### src/source/rf_pg_pkg.sv
//--------------------------------------------------------------------
// Shared types and constants for the power-gated 16x23 register file
// and its power-gating sequencer
//--------------------------------------------------------------------

package rf_pg_pkg;

    //--------------------------------------------------------------------
    // Sizes and sequencing intervals
    //--------------------------------------------------------------------

    // Number of entries in the array
    localparam int RF_DEPTH = 16;
    // Cycles spent isolated before the supply is removed
    localparam int ISO_CYCLES = 2;
    // Cycles spent waking before isolation is released
    localparam int WAKE_CYCLES = 4;
    // Power-enable ripple through the array, must not exceed WAKE_CYCLES
    localparam int PWR_CHAIN_CYCLES = 2;
    // Width of the interval timer count
    localparam int TIMER_W = 3;

    // Entry address
    typedef logic [3:0] rf_addr_t;
    // Logical data word seen by the client
    typedef logic [22:0] rf_data_t;
    // Physical word held by the macro, top bit is the pad
    typedef logic [23:0] rf_word_t;

    // Sequencer states
    typedef enum logic [1:0] {
        PG_ON      = 2'd0,
        PG_ISOLATE = 2'd1,
        PG_OFF     = 2'd2,
        PG_WAKE    = 2'd3
    } pg_state_t;

    //--------------------------------------------------------------------
    // Request and control bundles
    //--------------------------------------------------------------------

    // Client write strobe, one cycle wide
    typedef struct packed {
        logic     en;
        rf_addr_t addr;
        rf_data_t data;
    } rf_wr_req_t;

    // Client read strobe, one cycle wide
    typedef struct packed {
        logic     en;
        rf_addr_t addr;
    } rf_rd_req_t;

    // Write as the macro sees it, data already padded to the physical width
    typedef struct packed {
        logic     en;
        rf_addr_t addr;
        rf_word_t word;
    } rf_wr_word_t;

    // Isolation and power-enable controls from the sequencer
    typedef struct packed {
        logic isol_en;
        logic pwr_enable_b;
    } pg_ctl_t;

endpackage

### src/source/mem_reset_sync.sv
//--------------------------------------------------------------------
// Memory reset synchronizer with scan bypass
//--------------------------------------------------------------------

module mem_reset_sync (
    input  logic clk,
    input  logic rst_n,
    input  logic fscan_rstbypen,
    input  logic fscan_byprst_b,
    output logic rst_n_sync
);

    // Two-stage shift of a constant one, cleared asynchronously
    logic [1:0] sync_q;

    // Assertion is immediate, release waits for two rising edges
    always_ff @(posedge clk or negedge rst_n) begin
        if (!rst_n) begin
            sync_q <= 2'b00;
        end else begin
            sync_q <= {sync_q[0], 1'b1};
        end
    end

    // Under scan the tester owns the memory reset directly
    assign rst_n_sync = fscan_rstbypen ? fscan_byprst_b : sync_q[1];

endmodule

### src/source/rf_array_16x24.sv
//--------------------------------------------------------------------
// Behavioral 16x24 register file macro with registered read,
// output isolation clamp and a power-enable ripple chain
//--------------------------------------------------------------------

module rf_array_16x24 (
    input  logic                  clk,
    input  logic                  rst_n,
    input  rf_pg_pkg::rf_wr_word_t wr,
    input  rf_pg_pkg::rf_rd_req_t  rd,
    input  rf_pg_pkg::pg_ctl_t     ctl,
    output rf_pg_pkg::rf_word_t    rdata,
    output logic                  rvalid,
    output logic                  pwr_enable_b_out
);

    import rf_pg_pkg::*;

    // Storage and per-entry valid bits
    rf_word_t              mem [RF_DEPTH];
    logic [RF_DEPTH-1:0]   valid_q;

    // Power-enable as it ripples through the macro's sleep transistors
    logic [PWR_CHAIN_CYCLES-1:0] pwr_chain_q;

    // Read pipeline register
    rf_word_t rd_word_q;
    logic     rd_valid_q;

    // Accesses only land while the supply is up at both ends and outputs are live
    logic access_ok;
    logic wr_ok;
    logic rd_ok;

    assign access_ok = !ctl.isol_en && !ctl.pwr_enable_b && !pwr_enable_b_out;
    assign wr_ok     = wr.en && access_ok;
    assign rd_ok     = rd.en && access_ok;

    //--------------------------------------------------------------------
    // Power-enable chain
    //--------------------------------------------------------------------

    // Resets to powered, the sequencer also comes out of reset powered
    always_ff @(posedge clk or negedge rst_n) begin
        if (!rst_n) begin
            pwr_chain_q <= '0;
        end else begin
            pwr_chain_q[0] <= ctl.pwr_enable_b;
            for (int i = 1; i < PWR_CHAIN_CYCLES; i++) begin
                pwr_chain_q[i] <= pwr_chain_q[i-1];
            end
        end
    end

    assign pwr_enable_b_out = pwr_chain_q[PWR_CHAIN_CYCLES-1];

    //--------------------------------------------------------------------
    // Storage
    //--------------------------------------------------------------------

    // Data cells hold whatever was last written, valid bits decide what is seen
    always_ff @(posedge clk) begin
        if (wr_ok) begin
            mem[wr.addr] <= wr.word;
        end
    end

    // Contents are lost for as long as the far end of the chain shows power off
    always_ff @(posedge clk or negedge rst_n) begin
        if (!rst_n) begin
            valid_q <= '0;
        end else if (pwr_enable_b_out) begin
            valid_q <= '0;
        end else if (wr_ok) begin
            valid_q[wr.addr] <= 1'b1;
        end
    end

    // Registered read, a same-cycle write to the address is not visible yet
    always_ff @(posedge clk) begin
        if (rd_ok) begin
            rd_word_q <= valid_q[rd.addr] ? mem[rd.addr] : '0;
        end
    end

    always_ff @(posedge clk or negedge rst_n) begin
        if (!rst_n) begin
            rd_valid_q <= 1'b0;
        end else begin
            rd_valid_q <= rd_ok;
        end
    end

    // Isolation forces the outputs low so nothing floats toward the client
    assign rdata  = ctl.isol_en ? '0 : rd_word_q;
    assign rvalid = rd_valid_q && !ctl.isol_en;

endmodule

### src/source/rf_pg_16x23.sv
//--------------------------------------------------------------------
// Power-gated 16x23 register file wrapper around the 16x24 macro
//--------------------------------------------------------------------

module rf_pg_16x23 (
    input  logic                 clk,
    input  logic                 ip_reset_b,
    input  logic                 fscan_rstbypen,
    input  logic                 fscan_byprst_b,
    input  rf_pg_pkg::rf_wr_req_t wr,
    input  rf_pg_pkg::rf_rd_req_t rd,
    input  rf_pg_pkg::pg_ctl_t    ctl,
    output rf_pg_pkg::rf_data_t   rdata,
    output logic                 rvalid,
    output logic                 pwr_enable_b_out
);

    import rf_pg_pkg::*;

    logic        ip_reset_b_sync;
    rf_wr_word_t wr_word;
    rf_word_t    rdata_word;

    // The macro's reset must release cleanly on the clock it runs on
    mem_reset_sync u_ip_reset_b_sync (
        .clk            (clk),
        .rst_n          (ip_reset_b),
        .fscan_rstbypen (fscan_rstbypen),
        .fscan_byprst_b (fscan_byprst_b),
        .rst_n_sync     (ip_reset_b_sync)
    );

    // The physical word is one bit wider, the pad is always written as zero
    assign wr_word.en   = wr.en;
    assign wr_word.addr = wr.addr;
    assign wr_word.word = {1'b0, wr.data};

    rf_array_16x24 u_rf (
        .clk              (clk),
        .rst_n            (ip_reset_b_sync),
        .wr               (wr_word),
        .rd               (rd),
        .ctl              (ctl),
        .rdata            (rdata_word),
        .rvalid           (rvalid),
        .pwr_enable_b_out (pwr_enable_b_out)
    );

    // Drop the pad on the way out
    assign rdata = rdata_word[22:0];

endmodule

### src/source/pg_timer.sv
//--------------------------------------------------------------------
// Loadable down-counter for the isolation and wake intervals
//--------------------------------------------------------------------

module pg_timer (
    input  logic                          clk,
    input  logic                          rst_n,
    input  logic                          timer_load,
    input  logic [rf_pg_pkg::TIMER_W-1:0] timer_cycles,
    output logic                          timer_done
);

    import rf_pg_pkg::*;

    logic [TIMER_W-1:0] count_q;

    // A load wins over the decrement, the count rests at zero
    always_ff @(posedge clk or negedge rst_n) begin
        if (!rst_n) begin
            count_q <= '0;
        end else if (timer_load) begin
            count_q <= timer_cycles;
        end else if (count_q != '0) begin
            count_q <= count_q - 1'b1;
        end
    end

    // Idle after reset, and never done in the cycle a new interval is loaded
    assign timer_done = (count_q == '0) && !timer_load;

endmodule

### src/source/pg_ctrl_fsm.sv
//--------------------------------------------------------------------
// Power-gating sequencer for the register file
// Isolates, removes power, restores power and deisolates on request
//--------------------------------------------------------------------

module pg_ctrl_fsm (
    input  logic                          clk,
    input  logic                          rst_n,
    input  logic                          sleep_req,
    input  logic                          wake_req,
    input  logic                          timer_done,
    input  logic                          pwr_enable_b_out,
    output logic                          timer_load,
    output logic [rf_pg_pkg::TIMER_W-1:0] timer_cycles,
    output rf_pg_pkg::pg_ctl_t             ctl,
    output logic                          pg_ready,
    output logic                          pg_asleep
);

    import rf_pg_pkg::*;

    pg_state_t state_q;
    pg_state_t state_d;

    //--------------------------------------------------------------------
    // Next state and timer loads
    //--------------------------------------------------------------------

    // The timer is loaded one short of the interval because it counts
    // down to zero and the state moves on the edge after done appears
    always_comb begin
        state_d      = state_q;
        timer_load   = 1'b0;
        timer_cycles = '0;
        case (state_q)
            PG_ON: begin
                // Sleep is only honored from the fully powered state
                if (sleep_req) begin
                    state_d      = PG_ISOLATE;
                    timer_load   = 1'b1;
                    timer_cycles = TIMER_W'(ISO_CYCLES - 1);
                end
            end
            PG_ISOLATE: begin
                // Outputs are clamped, let them settle before cutting supply
                if (timer_done) begin
                    state_d = PG_OFF;
                end
            end
            PG_OFF: begin
                if (wake_req) begin
                    state_d      = PG_WAKE;
                    timer_load   = 1'b1;
                    timer_cycles = TIMER_W'(WAKE_CYCLES - 1);
                end
            end
            PG_WAKE: begin
                // Both the interval and the macro's own power-good are needed
                if (timer_done && !pwr_enable_b_out) begin
                    state_d = PG_ON;
                end
            end
            default: begin
                state_d = PG_ON;
            end
        endcase
    end

    always_ff @(posedge clk or negedge rst_n) begin
        if (!rst_n) begin
            state_q <= PG_ON;
        end else begin
            state_q <= state_d;
        end
    end

    //--------------------------------------------------------------------
    // Controls to the macro and status to the client
    //--------------------------------------------------------------------

    // Isolation covers every state but PG_ON
    assign ctl.isol_en = (state_q != PG_ON);

    // Supply is only removed in PG_OFF, it comes back as soon as PG_WAKE starts
    assign ctl.pwr_enable_b = (state_q == PG_OFF);

    assign pg_ready  = (state_q == PG_ON);
    assign pg_asleep = (state_q == PG_OFF);

endmodule

### src/source/rf_pg_subsys.sv
//--------------------------------------------------------------------
// Power-gated register file subsystem
// Sequencer, interval timer and the 16x23 register file
//--------------------------------------------------------------------

module rf_pg_subsys (
    input  logic                 clk,
    input  logic                 rst_n,
    input  logic                 ip_reset_b,
    input  logic                 fscan_rstbypen,
    input  logic                 fscan_byprst_b,
    input  rf_pg_pkg::rf_wr_req_t wr_req,
    input  rf_pg_pkg::rf_rd_req_t rd_req,
    input  logic                 sleep_req,
    input  logic                 wake_req,
    output rf_pg_pkg::rf_data_t   rdata,
    output logic                 rvalid,
    output logic                 pg_ready,
    output logic                 pg_asleep
);

    import rf_pg_pkg::*;

    // Sequencer to macro
    pg_ctl_t            pg_ctl;
    logic               pwr_enable_b_out;

    // Sequencer to timer and back
    logic               timer_load;
    logic [TIMER_W-1:0] timer_cycles;
    logic               timer_done;

    pg_ctrl_fsm u_pg_ctrl_fsm (
        .clk              (clk),
        .rst_n            (rst_n),
        .sleep_req        (sleep_req),
        .wake_req         (wake_req),
        .timer_done       (timer_done),
        .pwr_enable_b_out (pwr_enable_b_out),
        .timer_load       (timer_load),
        .timer_cycles     (timer_cycles),
        .ctl              (pg_ctl),
        .pg_ready         (pg_ready),
        .pg_asleep        (pg_asleep)
    );

    pg_timer u_pg_timer (
        .clk          (clk),
        .rst_n        (rst_n),
        .timer_load   (timer_load),
        .timer_cycles (timer_cycles),
        .timer_done   (timer_done)
    );

    // Client requests go straight in, the macro drops what it cannot take
    rf_pg_16x23 u_rf_pg_16x23 (
        .clk              (clk),
        .ip_reset_b       (ip_reset_b),
        .fscan_rstbypen   (fscan_rstbypen),
        .fscan_byprst_b   (fscan_byprst_b),
        .wr               (wr_req),
        .rd               (rd_req),
        .ctl              (pg_ctl),
        .rdata            (rdata),
        .rvalid           (rvalid),
        .pwr_enable_b_out (pwr_enable_b_out)
    );

endmodule

### config.mk
export PLATFORM = sky130hd
export DESIGN_NAME = rf_pg_subsys
export DESIGN_NICKNAME = d
export VERILOG_FILES = /design/src/source/rf_pg_pkg.sv /design/src/source/mem_reset_sync.sv /design/src/source/rf_array_16x24.sv /design/src/source/rf_pg_16x23.sv /design/src/source/pg_timer.sv /design/src/source/pg_ctrl_fsm.sv /design/src/source/rf_pg_subsys.sv
export SDC_FILE = /design/constraint.sdc
export NUM_CORES = 1
export LEC_CHECK = 0
export ABC_AREA = 1
export BUFFER_PORTS_ARGS = -buffer_cell sky130_fd_sc_hd__buf_2
export CORE_UTILIZATION = 41
export CTS_CLUSTER_DIAMETER = 40
export DETAILED_ROUTE_END_ITERATION = 12
export GPL_TIMING_DRIVEN = 1
export PLACE_DENSITY = 0.59
export SYNTH_ARGS = -nofsm -noshare
export SYNTH_HDL_FRONTEND = slang
export SYNTH_SLANG_ARGS = --single-unit
### constraint.sdc
create_clock -name clk -period 2.2 [get_ports clk]
set_input_delay 0.55 -clock clk [delete_from_list [all_inputs] [get_ports clk]]
set_output_delay 0.55 -clock clk [all_outputs]
set_load 0.03 [all_outputs]
* Word level (Yosys, flattened, before mapping)
Memory sizes are Yosys's and may differ from the RTL's. A register that Yosys moved wholly into a read port is not among the register bits.
Index checks and enable logic that the tools add are counted.
** Operators by class
- Add/sub/neg operators :: 1
- Order comparisons :: 3
- Eq/ne operators :: 7
- Muxes and demuxes :: 23
- Bitwise logic cells :: 1
- Reductions and logical operators :: 20
** Operators with widths (count)
- 16-bit two-way mux :: 2
- 23-bit two-way mux :: 1
- 16-bit OR :: 1
- 4-bit by 5-bit less-than comparator with 1-bit output (second input constant) :: 2
- 2-bit two-way mux :: 5
- 1-bit logical AND :: 8
- 1-bit two-way mux :: 8
- 2-bit one-hot mux with 4 select lines :: 1
- 3-bit two-way mux :: 2
- 3-bit one-hot mux with 2 select lines :: 1
- 2-bit nonzero test :: 3
- 1-bit logical NOT :: 5
- 1-bit binary-select mux with 4-bit select :: 1
- 1-bit demux with 4-bit select :: 1
- 2-bit equality test (second input constant) :: 2
- 4-bit by 1-bit greater-or-equal comparator with 1-bit output (second input constant) :: 1
- 2-bit by 1-bit != test with 1-bit output (second input constant) :: 2
- 2-bit != test (second input constant) :: 2
- 4-bit AND reduction :: 1
- 3-bit logical NOT :: 1
- 3-bit nonzero test :: 1
- 3-bit by 1-bit subtractor with 3-bit output (second input constant) :: 1
- 2-bit by 1-bit equality test with 1-bit output (second input constant) :: 1
- 2-bit logical NOT :: 1
- 1-bit one-hot mux with 2 select lines :: 1
** Word-level totals
- Bits in registers :: 26
- RAM bits :: 368
- Output and inout port bits :: 26
- Logic and storage cells :: 62
- Memories kept :: 1
** Memories
- u_rf_pg_16x23.u_rf.mem :: depth 16, bits a word 23, read ports 1, clocked after memory_dff 1, write ports 1, line rf_array_16x24.sv:20 : rf_word_t mem [RF_DEPTH];

* Depth between registers and ports, before layout
Gate-level depths: netlist of run 1.
- Depth in word-level cells :: 7
- Mapped depth :: 12
- Depth with buffers taken out :: 10

* Hierarchy
A second synthesis of run 1 with hierarchy kept.
** Unflattened totals
- Cell total of the unflattened synthesis :: 1886
- Area total of the unflattened synthesis :: 18997.0 um^2
** By module, submodules not included
- rf_array_16x24 :: instances 1, cells each 1809, area an instance 18442.7 um^2, sequential area each 12727.2 um^2
- pg_ctrl_fsm :: instances 1, cells each 40, area an instance 284.0 um^2, sequential area each 50.0 um^2
- pg_timer :: instances 1, cells each 29, area an instance 197.7 um^2, sequential area each 75.1 um^2
- mem_reset_sync :: instances 1, cells each 7, area an instance 68.8 um^2, sequential area each 50.0 um^2
- rf_pg_16x23 :: instances 1, cells each 1, area an instance 3.8 um^2, sequential area each 0.0 um^2

* Worst setup path before layout of run 1
Ideal clock, no wire load.
- Path kind :: flip-flop to flip-flop
- From :: reg u_pg_ctrl_fsm.state_q[0]
- To :: mem u_rf_pg_16x23.u_rf.mem[10][0] (netlist name), enable pin
- Setup time :: 0.404 ns
- Arrival :: 2.137 ns
- Data required time :: 1.796 ns
- Setup slack :: -0.341 ns
- Cell stages (with the launch flop) :: 8
- Path buffers :: 1
- Cell sequence :: dfrtp_1 > inv_1 > ha_1 > buf_2 > nand3_1 > inv_1 > nand3_1 > nor2_1
** Between the ends
- Longest elaborated chain between the ends :: 7
- Elaborated cells on any way between the ends :: 9
- Those cells by class :: eq/ne: 1; mux: 2; reduce/logical: 6
** Ends and longest elaborated chain
- start, declared :: line pg_ctrl_fsm.sv:22 : pg_state_t state_q;
- start signal, assigned :: line pg_ctrl_fsm.sv:73 : state_q <= state_d;
- 2-bit equality test or 2-bit nonzero test (tied branches) :: line pg_ctrl_fsm.sv:85, pg_ctrl_fsm.sv:82
- 1-bit logical NOT :: line rf_array_16x24.sv:35 : assign access_ok = !ctl.isol_en && !ctl.pwr_enable_b && !pwr_enable_b_out;
- 1-bit logical AND * (2 in series) :: line rf_array_16x24.sv:35
- 1-bit logical AND * :: line rf_array_16x24.sv:36 : assign wr_ok = wr.en && access_ok;
- 1-bit two-way mux * :: line rf_array_16x24.sv:63 : if (wr_ok) begin
- 1-bit two-way mux (implied by the code) * :: line rf_array_16x24.sv:64 : mem[wr.addr] <= wr.word;
- end, declared :: line rf_array_16x24.sv:20
Mark *: on every way between the ends. The rest lies on a longest branch, timed or not.

* Final worst setup path of run 1
- From :: reg u_pg_ctrl_fsm.state_q[0]
- To :: out rdata[6]
** Between the ends
- Longest elaborated chain between the ends :: 2
** Ends and longest elaborated chain
- 2-bit nonzero test :: line pg_ctrl_fsm.sv:82 : assign ctl.isol_en = (state_q != PG_ON);
- 23-bit two-way mux :: line rf_array_16x24.sv:95 : assign rdata = ctl.isol_en ? '0 : rd_word_q;
- end, declared :: line rf_pg_subsys.sv:16 : output rf_pg_pkg::rf_data_t rdata,
No other way between the ends.

==> impl_metrics.toml, run 1 <==
[pwr]
totalPowerFinal_w = 0.0214
comb_power_share_pct = 14.4
ir_worst_vdd_mv = 0.486
cellLeakagePower_nw = 9.70
clock_power_share_pct = 42.6
power_density_mw_per_mm2 = 978
share_seq_of_total_power_pct = 43.0
p_sw_share_pct = 25.9
power.internal_w = 0.0158
p_sw_w = 0.00553

[floorplan]
rows = 77
design.die.area_sq_mm = 0.0455
chipWidth_um = 213
die_height_um = 213
top_level_ports = 66
core_area_sq_mm = 0.0441
floorplan.initialDensity_pct = 41.5

[detailed_routing]
drt-wirelength-per-cell_um = 18.0
drtIter0Drc = 930
detailroute.wirelength.met3_um = 2440
drt-met1-wl_um = 20200
postRouteAntennaNets = 0
drt_first_pass_iters = 5
num_vias = 12162
uppermost_signal_routing_layer_after_detailed_routing = "met4"
drt_drc_violations_left = 0
met2WireLength_um = 21800
wl_um = 45600
vias_per_cell = 4.81

[yosys]
avgSynthCellArea_sq_um = 10.2
yosys-top-cells-area = "sky130_fd_sc_hd__edfxtp_1, sky130_fd_sc_hd__nand2_1, sky130_fd_sc_hd__nand3_1"
number_of_warning_messages_in_the_yosys_log = 0
edff_count_synth = 391
async_s_r_ff_share_synth_pct = 6.24
synth.ff_latch_count = 417
share_of_the_yosys_chip_area_belonging_to_registers_pct = 67.7
ys_dominant_reg_cell = "sky130_fd_sc_hd__edfxtp_1"
post_synth_instance_area_sq_mm = 0.0183
synth.lib_cells_used.distinct = 24
top_cells_by_count_synth = "sky130_fd_sc_hd__nand2_1, sky130_fd_sc_hd__edfxtp_1, sky130_fd_sc_hd__inv_1"
post_synth_inst_count = 1794
synth.net_count = 1842
synth_top_area_cell = "sky130_fd_sc_hd__edfxtp_1"
synth.most_common_cell = "sky130_fd_sc_hd__nand2_1"
synth.top_cell.area_share_pct = 64.2

[setup_path]
critPathSlowestCell = "sky130_fd_sc_hd__dfrtp_1"
critPathMostFrequentCell = "sky130_fd_sc_hd__inv_2"
worstSetupStartpointType = "register"
critPathMaxFanout = 13
critical_path.cell_chain = "inv_2 > ha_4 > buf_12 > nand2_1 > inv_2 > buf_6"
critPathMaxStageDelay_ns = 0.39
worst_ep_required_ns = 1.65
crit_path_end_kind = "output pin"
critPathArrivalTime_ns = 1.73
worstSetupPathType = "register to output pin"

[placed_design]
place_congestion = 0.802
dp_hpwl_um = 25500
port_buffers = 65

[run_status]
run_status = "complete, but fails checks"
failed_checks = "negative setup slack"

[cells_and_area]
layout_cells_sized_above_1_pct = 13.2
antenna-diode-count = 0
layout_overhead_on_the_synthesized_area_pct = 19.4
final.fill_count = 3960
post_layout_nets = 1945

[cts]
tritoncts = "done"
cts_num_sinks = 417
clkLatencyLatePin_ns = 0.59
numCtsBuffers = 55
clock_path_buffers = 3
number_of_h_tree_levels = 2
clock-root-buffer = "sky130_fd_sc_hd__clkbuf_16"
cts.clk_slew.worst_paths_ns = 0.06

[run]
cap_viol_max_count = 0

[sta]
timing.final.ws_setup_ns = -0.0776
tightestPinTransition_ns = 0.503
timing.final.crit_share_pct = 104
final-setup-viol-count = 24
post-route-min-period_ns = 2.28
grt_setup_unrepaired = "true"
timing.final.max_slew_violations = 0
tns_ns = -0.860
max_freq_ghz = 0.439
max-slew-margin-rel_pct = 66.4
hold_viol = 0
skew_final_ns = 0.0163

[grt]
grt_antenna_before_repair = 0
grt-ovfl-total = 0
grt_start_max_net_pins = 93
grt_first_pass_wirelength_um = 70300
grtUsageTotal_pct = 20.9
number_of_global_route_vias_before_repair = 11872

[worst_hold_path]
worst_hold_path_type = "input pin to asynchronous set/reset pin"
## registers in the layout (all words and copies together) (netlist names)
signal	flops
u_rf_pg_16x23.u_rf.rd_valid_q	1
u_pg_ctrl_fsm.state_q	2
u_rf_pg_16x23.u_rf.valid_q	16
u_rf_pg_16x23.u_ip_reset_b_sync.sync_q	2
u_rf_pg_16x23.u_rf.rd_word_q	23
u_rf_pg_16x23.u_rf.mem	368
u_pg_timer.count_q	3
u_rf_pg_16x23.u_rf.pwr_chain_q	2
## layout make-up
| cell class | instances | area (sq um) | share of cell area, % |
|---|---|---|---|
| Timing Repair Buffer | 130 | 1400 | 6.42 |
| Multi-Input combinational cell | 924 | 4040 | 18.5 |
| Clock buffer | 62 | 1450 | 6.62 |
| Sequential cell | 417 | 12400 | 56.7 |
| Inverter | 369 | 1390 | 6.37 |
| Tap cell | 592 | 741 | 3.39 |
| Clock inverter | 36 | 430 | 1.97 |
## cell usage in the layout (no fill, tap or decap), types with 2 or more instances in the layout
cell type | Yosys | layout
sky130_fd_sc_hd__edfxtp_1 | 391 | 391
sky130_fd_sc_hd__nor2_1 | 32 | 24
sky130_fd_sc_hd__buf_4 | 10 | 32
sky130_fd_sc_hd__inv_6 | 0 | 4
sky130_fd_sc_hd__nand2_1 | 569 | 565
sky130_fd_sc_hd__buf_2 | 36 | 37
sky130_fd_sc_hd__inv_8 | 0 | 4
sky130_fd_sc_hd__dlygate4sd3_1 | 0 | 2
sky130_fd_sc_hd__bufinv_16 | 0 | 8
sky130_fd_sc_hd__nand3_1 | 291 | 290
sky130_fd_sc_hd__clkbuf_16 | 0 | 57
sky130_fd_sc_hd__inv_2 | 4 | 20
sky130_fd_sc_hd__dfrtp_1 | 26 | 26
sky130_fd_sc_hd__inv_1 | 364 | 347
sky130_fd_sc_hd__clkbuf_1 | 8 | 5
sky130_fd_sc_hd__buf_12 | 0 | 32
sky130_fd_sc_hd__o21ai_0 | 7 | 7
sky130_fd_sc_hd__clkinv_2 | 0 | 8
sky130_fd_sc_hd__nor2_4 | 0 | 8
sky130_fd_sc_hd__nor3_2 | 0 | 2
sky130_fd_sc_hd__ha_1 | 8 | 6
sky130_fd_sc_hd__buf_6 | 22 | 25
sky130_fd_sc_hd__clkinvlp_4 | 0 | 7
sky130_fd_sc_hd__a21oi_1 | 9 | 9
sky130_fd_sc_hd__nand2_2 | 1 | 5
sky130_fd_sc_hd__clkinv_1 | 0 | 6
## layer usage
metal,vias up,GRT usage [%]
met5,-,0
met1,5840,28.1
met2,323,34.3
li1,5917,-
met3,82,3.22
met4,0,7.24
## final timing paths
check | start | to | slack, ns | cells after the start
worst max register to register | u_pg_ctrl_fsm.state_q[0]$_DFFE_PN0P_ | u_rf_pg_16x23.u_rf.mem[9][11]$_DFFE_PP_ | 0.12 | 9
max in group asynchronous | u_rf_pg_16x23.u_ip_reset_b_sync.sync_q[1]$_DFF_PN0_ | u_rf_pg_16x23.u_rf.valid_q[5]$_DFFE_PN0P_ | 1.51 | 1
worst min register to register | u_rf_pg_16x23.u_ip_reset_b_sync.sync_q[1]$_DFF_PN0_ | u_rf_pg_16x23.u_rf.valid_q[10]$_DFFE_PN0P_ | 0.35 | 1
worst max-delay path | u_pg_ctrl_fsm.state_q[0]$_DFFE_PN0P_ | rdata[6] | -0.08 | 6
worst min-delay path | fscan_byprst_b | u_rf_pg_16x23.u_rf.valid_q[10]$_DFFE_PN0P_ | 0.06 | 2
min in group clk | wr_req[1] | u_rf_pg_16x23.u_rf.mem[11][1]$_DFFE_PP_ | 0.34 | 1
## critical path, delay by kind of cell, from the launching register on
family | cells | cell delay (ns)
fa+ha+maj | 1 | 0.20
buf+inv | 4 | 0.44
flops | 1 | 0.39
simple gates | 1 | 0.10
## power by group through the flow
| stage | clock (W) | combinational [W] | sequential, W |
|---|---|---|---|
| floorplan | 0 | 0.00167 | 0.00930 |
| global placement | 0 | 0.00257 | 0.00935 |
| detailed placement | 0 | 0.00261 | 0.00935 |
| CTS | 0.00924 | 0.00305 | 0.00919 |
| global route | 0.00957 | 0.00339 | 0.00921 |
| finish | 0.00910 | 0.00307 | 0.00919 |
## stage by stage
step                      cells  worst slack (ns)  utilization [%]  hold slack (ns)  area, sq um
after floorplan            1794            -0.341                -            0.254        18300
after global placement     2425            0.0425             44.6            0.335        19700
after detailed placement   2425            0.0786             44.6            0.336        19700
after CTS                  2530            -0.127             49.4           0.0416        21800
after global routing       2530            -0.156             49.5           0.0774        21800
final                      2530           -0.0776             49.5           0.0597        21800
## kinds of logic after synthesis
kind of cell | after synthesis | share of synthesized area (%)
and+or+nand+nor | 896 | 20.4
buffers and inverters | 453 | 10.7
muxes | 1 | 0.0615
DFF | 417 | 67.7
AOI/OAI and AO/OA | 18 | 0.499
adders and majority gates | 8 | 0.547
other | 1 | 0.0205
## timing repair
item / in CTS / in global routing
gates cloned: 1 / 0
pin swaps: 1 / 1
buffers inserted: 4 / 0
hold buffers: 2 / 0
hold endpoints to repair: 7 / 0
resized for setup: 55 / 23
endpoints found under the setup margin: 24 / 258
No activity file was read; power rests on OpenSTA's default activity.
==> run 2: changes to the inputs <==
--- a/config.mk
+++ b/config.mk
@@ -7,11 +7,13 @@
 export LEC_CHECK = 0
 export ABC_AREA = 1
 export BUFFER_PORTS_ARGS = -buffer_cell sky130_fd_sc_hd__buf_2
+export CORE_ASPECT_RATIO = 1.5
 export CORE_UTILIZATION = 41
 export CTS_CLUSTER_DIAMETER = 40
 export DETAILED_ROUTE_END_ITERATION = 12
 export GPL_TIMING_DRIVEN = 1
 export PLACE_DENSITY = 0.59
+export SLEW_MARGIN = 0
 export SYNTH_ARGS = -nofsm -noshare
 export SYNTH_HDL_FRONTEND = slang
 export SYNTH_SLANG_ARGS = --single-unit
==> run 2 against run 1 <==
Against the previous run: the flow still finishes with violations (negative setup slack); setup slack worse by 0.058 ns; via count up 1.4%; non-clock buffer count unchanged; sequential cell count unchanged; fmax decreased by 2.5%; critical path depth up 1; utilization is 0.39 points lower; clock power fell by 20%; sequential share of layout area grew 0.62 points; largest cell class unchanged.
==> impl_metrics.toml, run 2 (synthesis results as in run 1) <==
[run_status]
run_status = "complete, but fails checks"
failed_checks = "negative setup slack"

[cells_and_area]
biggestRegsByFlops = "u_rf_pg_16x23.u_rf.mem: 368 flops, u_rf_pg_16x23.u_rf.rd_word_q: 23 flops, u_rf_pg_16x23.u_rf.valid_q: 16 flops"
final-instance-count-excl-fill = 2496
layout_overhead_on_the_synthesized_area_pct = 18.1
post_layout_nets = 1933
largest_register_ffs = 368
mostFrequentLayoutCells = "sky130_fd_sc_hd__nand2_1, sky130_fd_sc_hd__edfxtp_1, sky130_fd_sc_hd__inv_1"
reg_area_sq_mm = 0.0124
mostFrequentLayoutCell = "sky130_fd_sc_hd__nand2_1"
final.fill_count = 3934
fin_area_sq_mm = 0.0216
layout_cells_sized_above_1_pct = 13.6
regMostFlops = "u_rf_pg_16x23.u_rf.mem"
multiInputGateArea_sq_mm = 0.00416

[placed_design]
dpl-instance-area_sq_mm = 0.0197
port_buffers = 65
dp_hpwl_um = 24300
detailedPlace.worstSlack_ns = 0.0645
place_congestion = 0.761
placedCellCount = 2401

[setup_path]
crit_path_end_kind = "output pin"
critPathMaxFanout = 6
critPathMaxStageDelay_ns = 0.40
critPathArrivalTime_ns = 1.79
worstSetupPathType = "register to output pin"
worstSetupStartpointType = "register"
worst_ep_required_ns = 1.65
critical_path.cell_chain = "inv_2 > ha_4 > buf_6 > buf_16 > nand2_2 > inv_2 > buf_6"
critPathSlowestCell = "sky130_fd_sc_hd__dfrtp_1"
worst-r2r-setup-slack_ns = 0.17

[pwr]
share_seq_of_total_power_pct = 45.6
p_sw_share_pct = 27.1
power_density_mw_per_mm2 = 934
clock_power_share_pct = 36.1
cellLeakagePower_nw = 9.61
ir_worst_vdd_mv = 0.672
comb_power_share_pct = 18.3
totalPowerFinal_w = 0.0202
p_sw_w = 0.00547
power.internal_w = 0.0147

[floorplan]
rows = 94
top_level_ports = 66
chipWidth_um = 174
floorplan.initialDensity_pct = 41.6
die_height_um = 261
core_area_sq_mm = 0.0440
design.die.area_sq_mm = 0.0455

[grt]
grt_start_max_net_pins = 73
grt_antenna_before_repair = 3
number_of_global_route_vias_before_repair = 12222
grt_first_pass_wirelength_um = 69500
grt-ovfl-total = 0
grtUsageTotal_pct = 20.4

[detailed_routing]
drtIter0Drc = 820
drt_first_pass_iters = 5
postRouteAntennaNets = 0
vias_per_cell = 4.94
wl_um = 45700
drt-wirelength-per-cell_um = 18.3
drt_drc_violations_left = 0
num_vias = 12337

[sta]
timing.final.crit_share_pct = 106
hold_viol = 0
max_freq_ghz = 0.428
timing.final.max_slew_violations = 0
timing.final.ws_setup_ns = -0.135
grt_setup_unrepaired = "true"
final-setup-viol-count = 22
post-route-min-period_ns = 2.34
skew_final_ns = 0.0167
tns_ns = -2.49

[cts]
cts.clk_slew.worst_paths_ns = 0.06
cts_num_sinks = 417
tritoncts = "done"
clkLatencyLatePin_ns = 0.55
numCtsBuffers = 43
clock-root-buffer = "sky130_fd_sc_hd__clkbuf_16"
clock_path_buffers = 3
number_of_h_tree_levels = 2

[worst_hold_path]
worst_hold_path_type = "input pin to asynchronous set/reset pin"

[run]
cap_viol_max_count = 0
## run 2: worst paths after layout
kind                                                                     startpoint                                     endpoint  cells past startpoint
worst min-delay path                                                 fscan_byprst_b      u_rf_pg_16x23.u_rf.rd_valid_q$_DFF_PN0_                      2
worst min register to register  u_rf_pg_16x23.u_ip_reset_b_sync.sync_q[1]$_DFF_PN0_      u_rf_pg_16x23.u_rf.rd_valid_q$_DFF_PN0_                      1
min in group clk                        u_rf_pg_16x23.u_rf.pwr_chain_q[0]$_DFF_PN0_  u_rf_pg_16x23.u_rf.pwr_chain_q[1]$_DFF_PN0_                      0
max in group asynchronous       u_rf_pg_16x23.u_ip_reset_b_sync.sync_q[1]$_DFF_PN0_    u_rf_pg_16x23.u_rf.valid_q[6]$_DFFE_PN0P_                      1
worst max register to register                 u_pg_ctrl_fsm.state_q[0]$_DFFE_PN0P_      u_rf_pg_16x23.u_rf.mem[4][20]$_DFFE_PP_                      9
worst max-delay path                           u_pg_ctrl_fsm.state_q[0]$_DFFE_PN0P_                                     rdata[7]                      7
## run 2: layout make-up
cell class              count  area share (%)
repair buffers            130            7.07
clock buffers              52            5.33
inverters                 369            6.43
multi-input cells         924            19.3
diodes                      3          0.0347
flip-flops and latches    417            57.4
clock inverters            25            1.18
well taps                 576            3.34
## run 2: stage by stage
step / util [%] / hold slack (ns)
4_1_cts: 49.0 / 0.0969
6_report: 49.1 / 0.105
3_5_place_dp: 44.7 / 0.338
2_1_floorplan: - / 0.254
3_3_place_gp: 44.7 / 0.337
5_1_grt: 49.1 / 0.140
## run 2: what timing repair did
| item | 4_1_cts | 5_1_grt |
|---|---|---|
| gates cloned | 2 | 0 |
| resized for setup | 108 | 19 |
| buffers inserted | 11 | 1 |
| endpoints found under the hold margin | 7 | 0 |
| setup endpoints to repair | 24 | 188 |
| hold buffers | 2 | 0 |
| pin swaps | 4 | 5 |
## run 2: power groups by stage
stage                     Sequential, W  Clock, W  Combinational (W)
after floorplan                 0.00930         0            0.00167
after global placement          0.00934         0            0.00259
after detailed placement        0.00935         0            0.00263
after CTS                       0.00921   0.00740            0.00366
after global routing            0.00924   0.00769            0.00401
final                           0.00921   0.00728            0.00369
## run 2: worst max-delay path, delay by kind of cell (launching register included)
| family | cells | cell delay (ns) |
|---|---|---|
| AND/OR/NAND/NOR | 1 | 0.06 |
| buffers and inverters | 5 | 0.56 |
| flip-flops | 1 | 0.40 |
| adder cells (fa/ha/maj) | 1 | 0.20 |
## run 2: routing by layer
layer	GRT usage [%]	vias up	part of all wire [%]
met5	0	-	0.057
met4	10.7	4	4.8
met3	2.80	113	5.2
met2	36.1	381	50
met1	24.2	5964	40
li1	-	5875	-
==> run 3: changes to the inputs <==
--- a/config.mk
+++ b/config.mk
@@ -16,4 +16,5 @@
 export SLEW_MARGIN = 0
 export SYNTH_ARGS = -nofsm -noshare
 export SYNTH_HDL_FRONTEND = slang
+export SYNTH_HIERARCHICAL = 1
 export SYNTH_SLANG_ARGS = --single-unit
==> run 3 against run 2 <==
Against the previous run: the run still ends with negative setup slack left; final area is 2.8% higher; sequential cell count did not move; combinational power is 4% higher; critical path depth is 1 lower; register-to-register slack got worse by 0.19 ns.
==> impl_metrics.toml, run 3 <==
[setup_path]
crit_path_end_kind = "output pin"
critPathTopFamily = "buffers and inverters"
critPathMaxFanout = 6
critPathArrivalTime_ns = 1.68
critPathSlowestCell = "sky130_fd_sc_hd__dfrtp_1"
critical_path.cell_chain = "inv_2 > ha_4 > inv_8 > buf_16 > nor2_4 > buf_6"
cp.buffers_inverters = 4
worstSetupStartpointType = "register"
worstSetupPathType = "register to output pin"
worst_ep_required_ns = 1.65
critPathMaxStageDelay_ns = 0.39

[run_status]
run_status = "complete, but fails checks"
failed_checks = "negative setup slack"

[cells_and_area]
mostFrequentLayoutCells = "sky130_fd_sc_hd__nand2_1, sky130_fd_sc_hd__edfxtp_1, sky130_fd_sc_hd__inv_1"
post_layout_nets = 1990
mostFrequentLayoutCell = "sky130_fd_sc_hd__nand2_1"
fin_area_sq_mm = 0.0222
biggestRegsByFlops = "u_rf_pg_16x23/u_rf/mem: 368 flops, u_rf_pg_16x23/u_rf/rd_word_q: 23 flops, u_rf_pg_16x23/u_rf/valid_q: 16 flops"
antenna-diode-count = 0
multiInputGateArea_sq_mm = 0.00424
reg_area_sq_mm = 0.0124
layout_cells_sized_above_1_pct = 14.9
final-instance-count-excl-fill = 2551
regMostFlops = "u_rf_pg_16x23/u_rf/mem"
final.fill_count = 3940
largest_register_ffs = 368
layout_overhead_on_the_synthesized_area_pct = 21.4

[yosys]
synth.net_count = 1867
post_synth_instance_area_sq_mm = 0.0183
post_synth_inst_count = 1819
number_of_warning_messages_in_the_yosys_log = 6
avgSynthCellArea_sq_um = 10.1

[sta]
timing.final.ws_setup_ns = -0.0283
skew_final_ns = 0.0250
timing.final.max_slew_violations = 0
final-setup-viol-count = 25
tns_ns = -0.333
post-route-min-period_ns = 2.23
tightestPinTransition_ns = 0.527
timing.final.crit_share_pct = 101
hold_viol = 0
final.hold.worst_slack_ns = 0.0590
grt_setup_unrepaired = "true"
max_freq_ghz = 0.449
max-slew-margin-rel_pct = 64.7

[grt]
number_of_global_route_vias_before_repair = 12683
grt_antenna_before_repair = 1
grtUsageTotal_pct = 22.0
grt_first_pass_wirelength_um = 74500
grt-ovfl-total = 0
grt_start_max_net_pins = 81

[detailed_routing]
drt_drc_violations_left = 0
num_vias = 12728
drtIter0Drc = 879
drt_first_pass_iters = 5
postRouteAntennaNets = 0
wl_um = 48700
vias_per_cell = 4.99
drt-wirelength-per-cell_um = 19.1

[run]
cap_viol_max_count = 0

[floorplan]
top_level_ports = 66
floorplan.initialDensity_pct = 41.6
design.die.area_sq_mm = 0.0455
die_height_um = 261
rows = 94
core_area_sq_mm = 0.0440
chipWidth_um = 174

[placed_design]
detailedPlace.worstSlack_ns = 0.00616
port_buffers = 65
place_congestion = 0.868
dp_hpwl_um = 30200
placedCellCount = 2456
dpl-instance-area_sq_mm = 0.0201

[cts]
numCtsBuffers = 44
clock-root-buffer = "sky130_fd_sc_hd__clkbuf_16"
tritoncts = "done"
cts.clk_slew.worst_paths_ns = 0.06
clkLatencyLatePin_ns = 0.56
clock_path_buffers = 3
cts_num_sinks = 417
number_of_h_tree_levels = 2

[pwr]
ir_worst_vdd_mv = 0.442
cellLeakagePower_nw = 9.67
power_density_mw_per_mm2 = 911

[worst_hold_path]
worst_hold_path_type = "input pin to asynchronous set/reset pin"
## run 3: repair_timing
action | CTS | global route
endpoints found under the setup margin | 29 | 231
gates resized for setup | 119 | 10
hold buffers | 2 | 0
pin swaps | 24 | 4
setup buffers | 6 | 4
cloned | 4 | 0
endpoints found under the hold margin | 7 | 0
## run 3: worst paths after layout
check | start | to | slack, ns | cells past startpoint
setup / recovery | u_pg_ctrl_fsm/state_q[0]$_DFFE_PN0P_ | rdata[8] | -0.03 | 6
hold / removal | fscan_byprst_b | u_rf_pg_16x23/u_rf/pwr_chain_q[0]$_DFF_PN0_ | 0.06 | 4
setup reg to reg | u_pg_ctrl_fsm/state_q[0]$_DFFE_PN0P_ | u_rf_pg_16x23/u_rf/mem[9][13]$_DFFE_PP_ | -0.02 | 12
hold reg to reg | u_rf_pg_16x23/u_ip_reset_b_sync/sync_q[1]$_DFF_PN0_ | u_rf_pg_16x23/u_rf/pwr_chain_q[0]$_DFF_PN0_ | 0.31 | 3
max in group asynchronous | u_rf_pg_16x23/u_ip_reset_b_sync/sync_q[1]$_DFF_PN0_ | u_rf_pg_16x23/u_rf/valid_q[13]$_DFFE_PN0P_ | 1.67 | 3
min in group clk | u_rf_pg_16x23/u_ip_reset_b_sync/sync_q[0]$_DFF_PN0_ | u_rf_pg_16x23/u_ip_reset_b_sync/sync_q[1]$_DFF_PN0_ | 0.35 | 0
## run 3: worst register-to-register path: cells and delay by family (launching register included)
kind / cells / cell delay (ns)
adders and majority gates: 1 / 0.15
buffers and inverters: 7 / 0.88
DFF: 1 / 0.36
and+or+nand+nor: 4 / 0.55
## run 3: power by group
group	internal, W	leakage (nW)	switching (W)	total, W
clock network	0.00414	0.689	0.00313	0.00727
logic	0.00146	5.11	0.00239	0.00385
registers	0.00902	3.87	0.0000931	0.00911
## run 3: layout make-up
class / count / share of cell area (%)
clock inverters: 28 / 1.19
inverters: 380 / 6.76
flip-flops and latches: 417 / 55.8
repair buffers: 168 / 8.73
well taps: 576 / 3.25
clock buffers: 51 / 5.17
multi-input cells: 931 / 19.1
## run 3: layer usage
layer	global-route usage [%]	vias to the layer above	wire length, um
met5	0	-	14
li1	-	6017	-
met4	10.2	2	2200
met2	39.4	410	24900
met3	2.80	128	2530
met1	26.2	6171	19100
## run 3: through the flow
stage | power, W | utilization, %
4_1_cts | 0.0203 | 50.3
6_report | 0.0202 | 50.5
3_3_place_gp | 0.0120 | 45.8
3_5_place_dp | 0.0121 | 45.8
2_1_floorplan | 0.0110 | -
5_1_grt | 0.0210 | 50.5
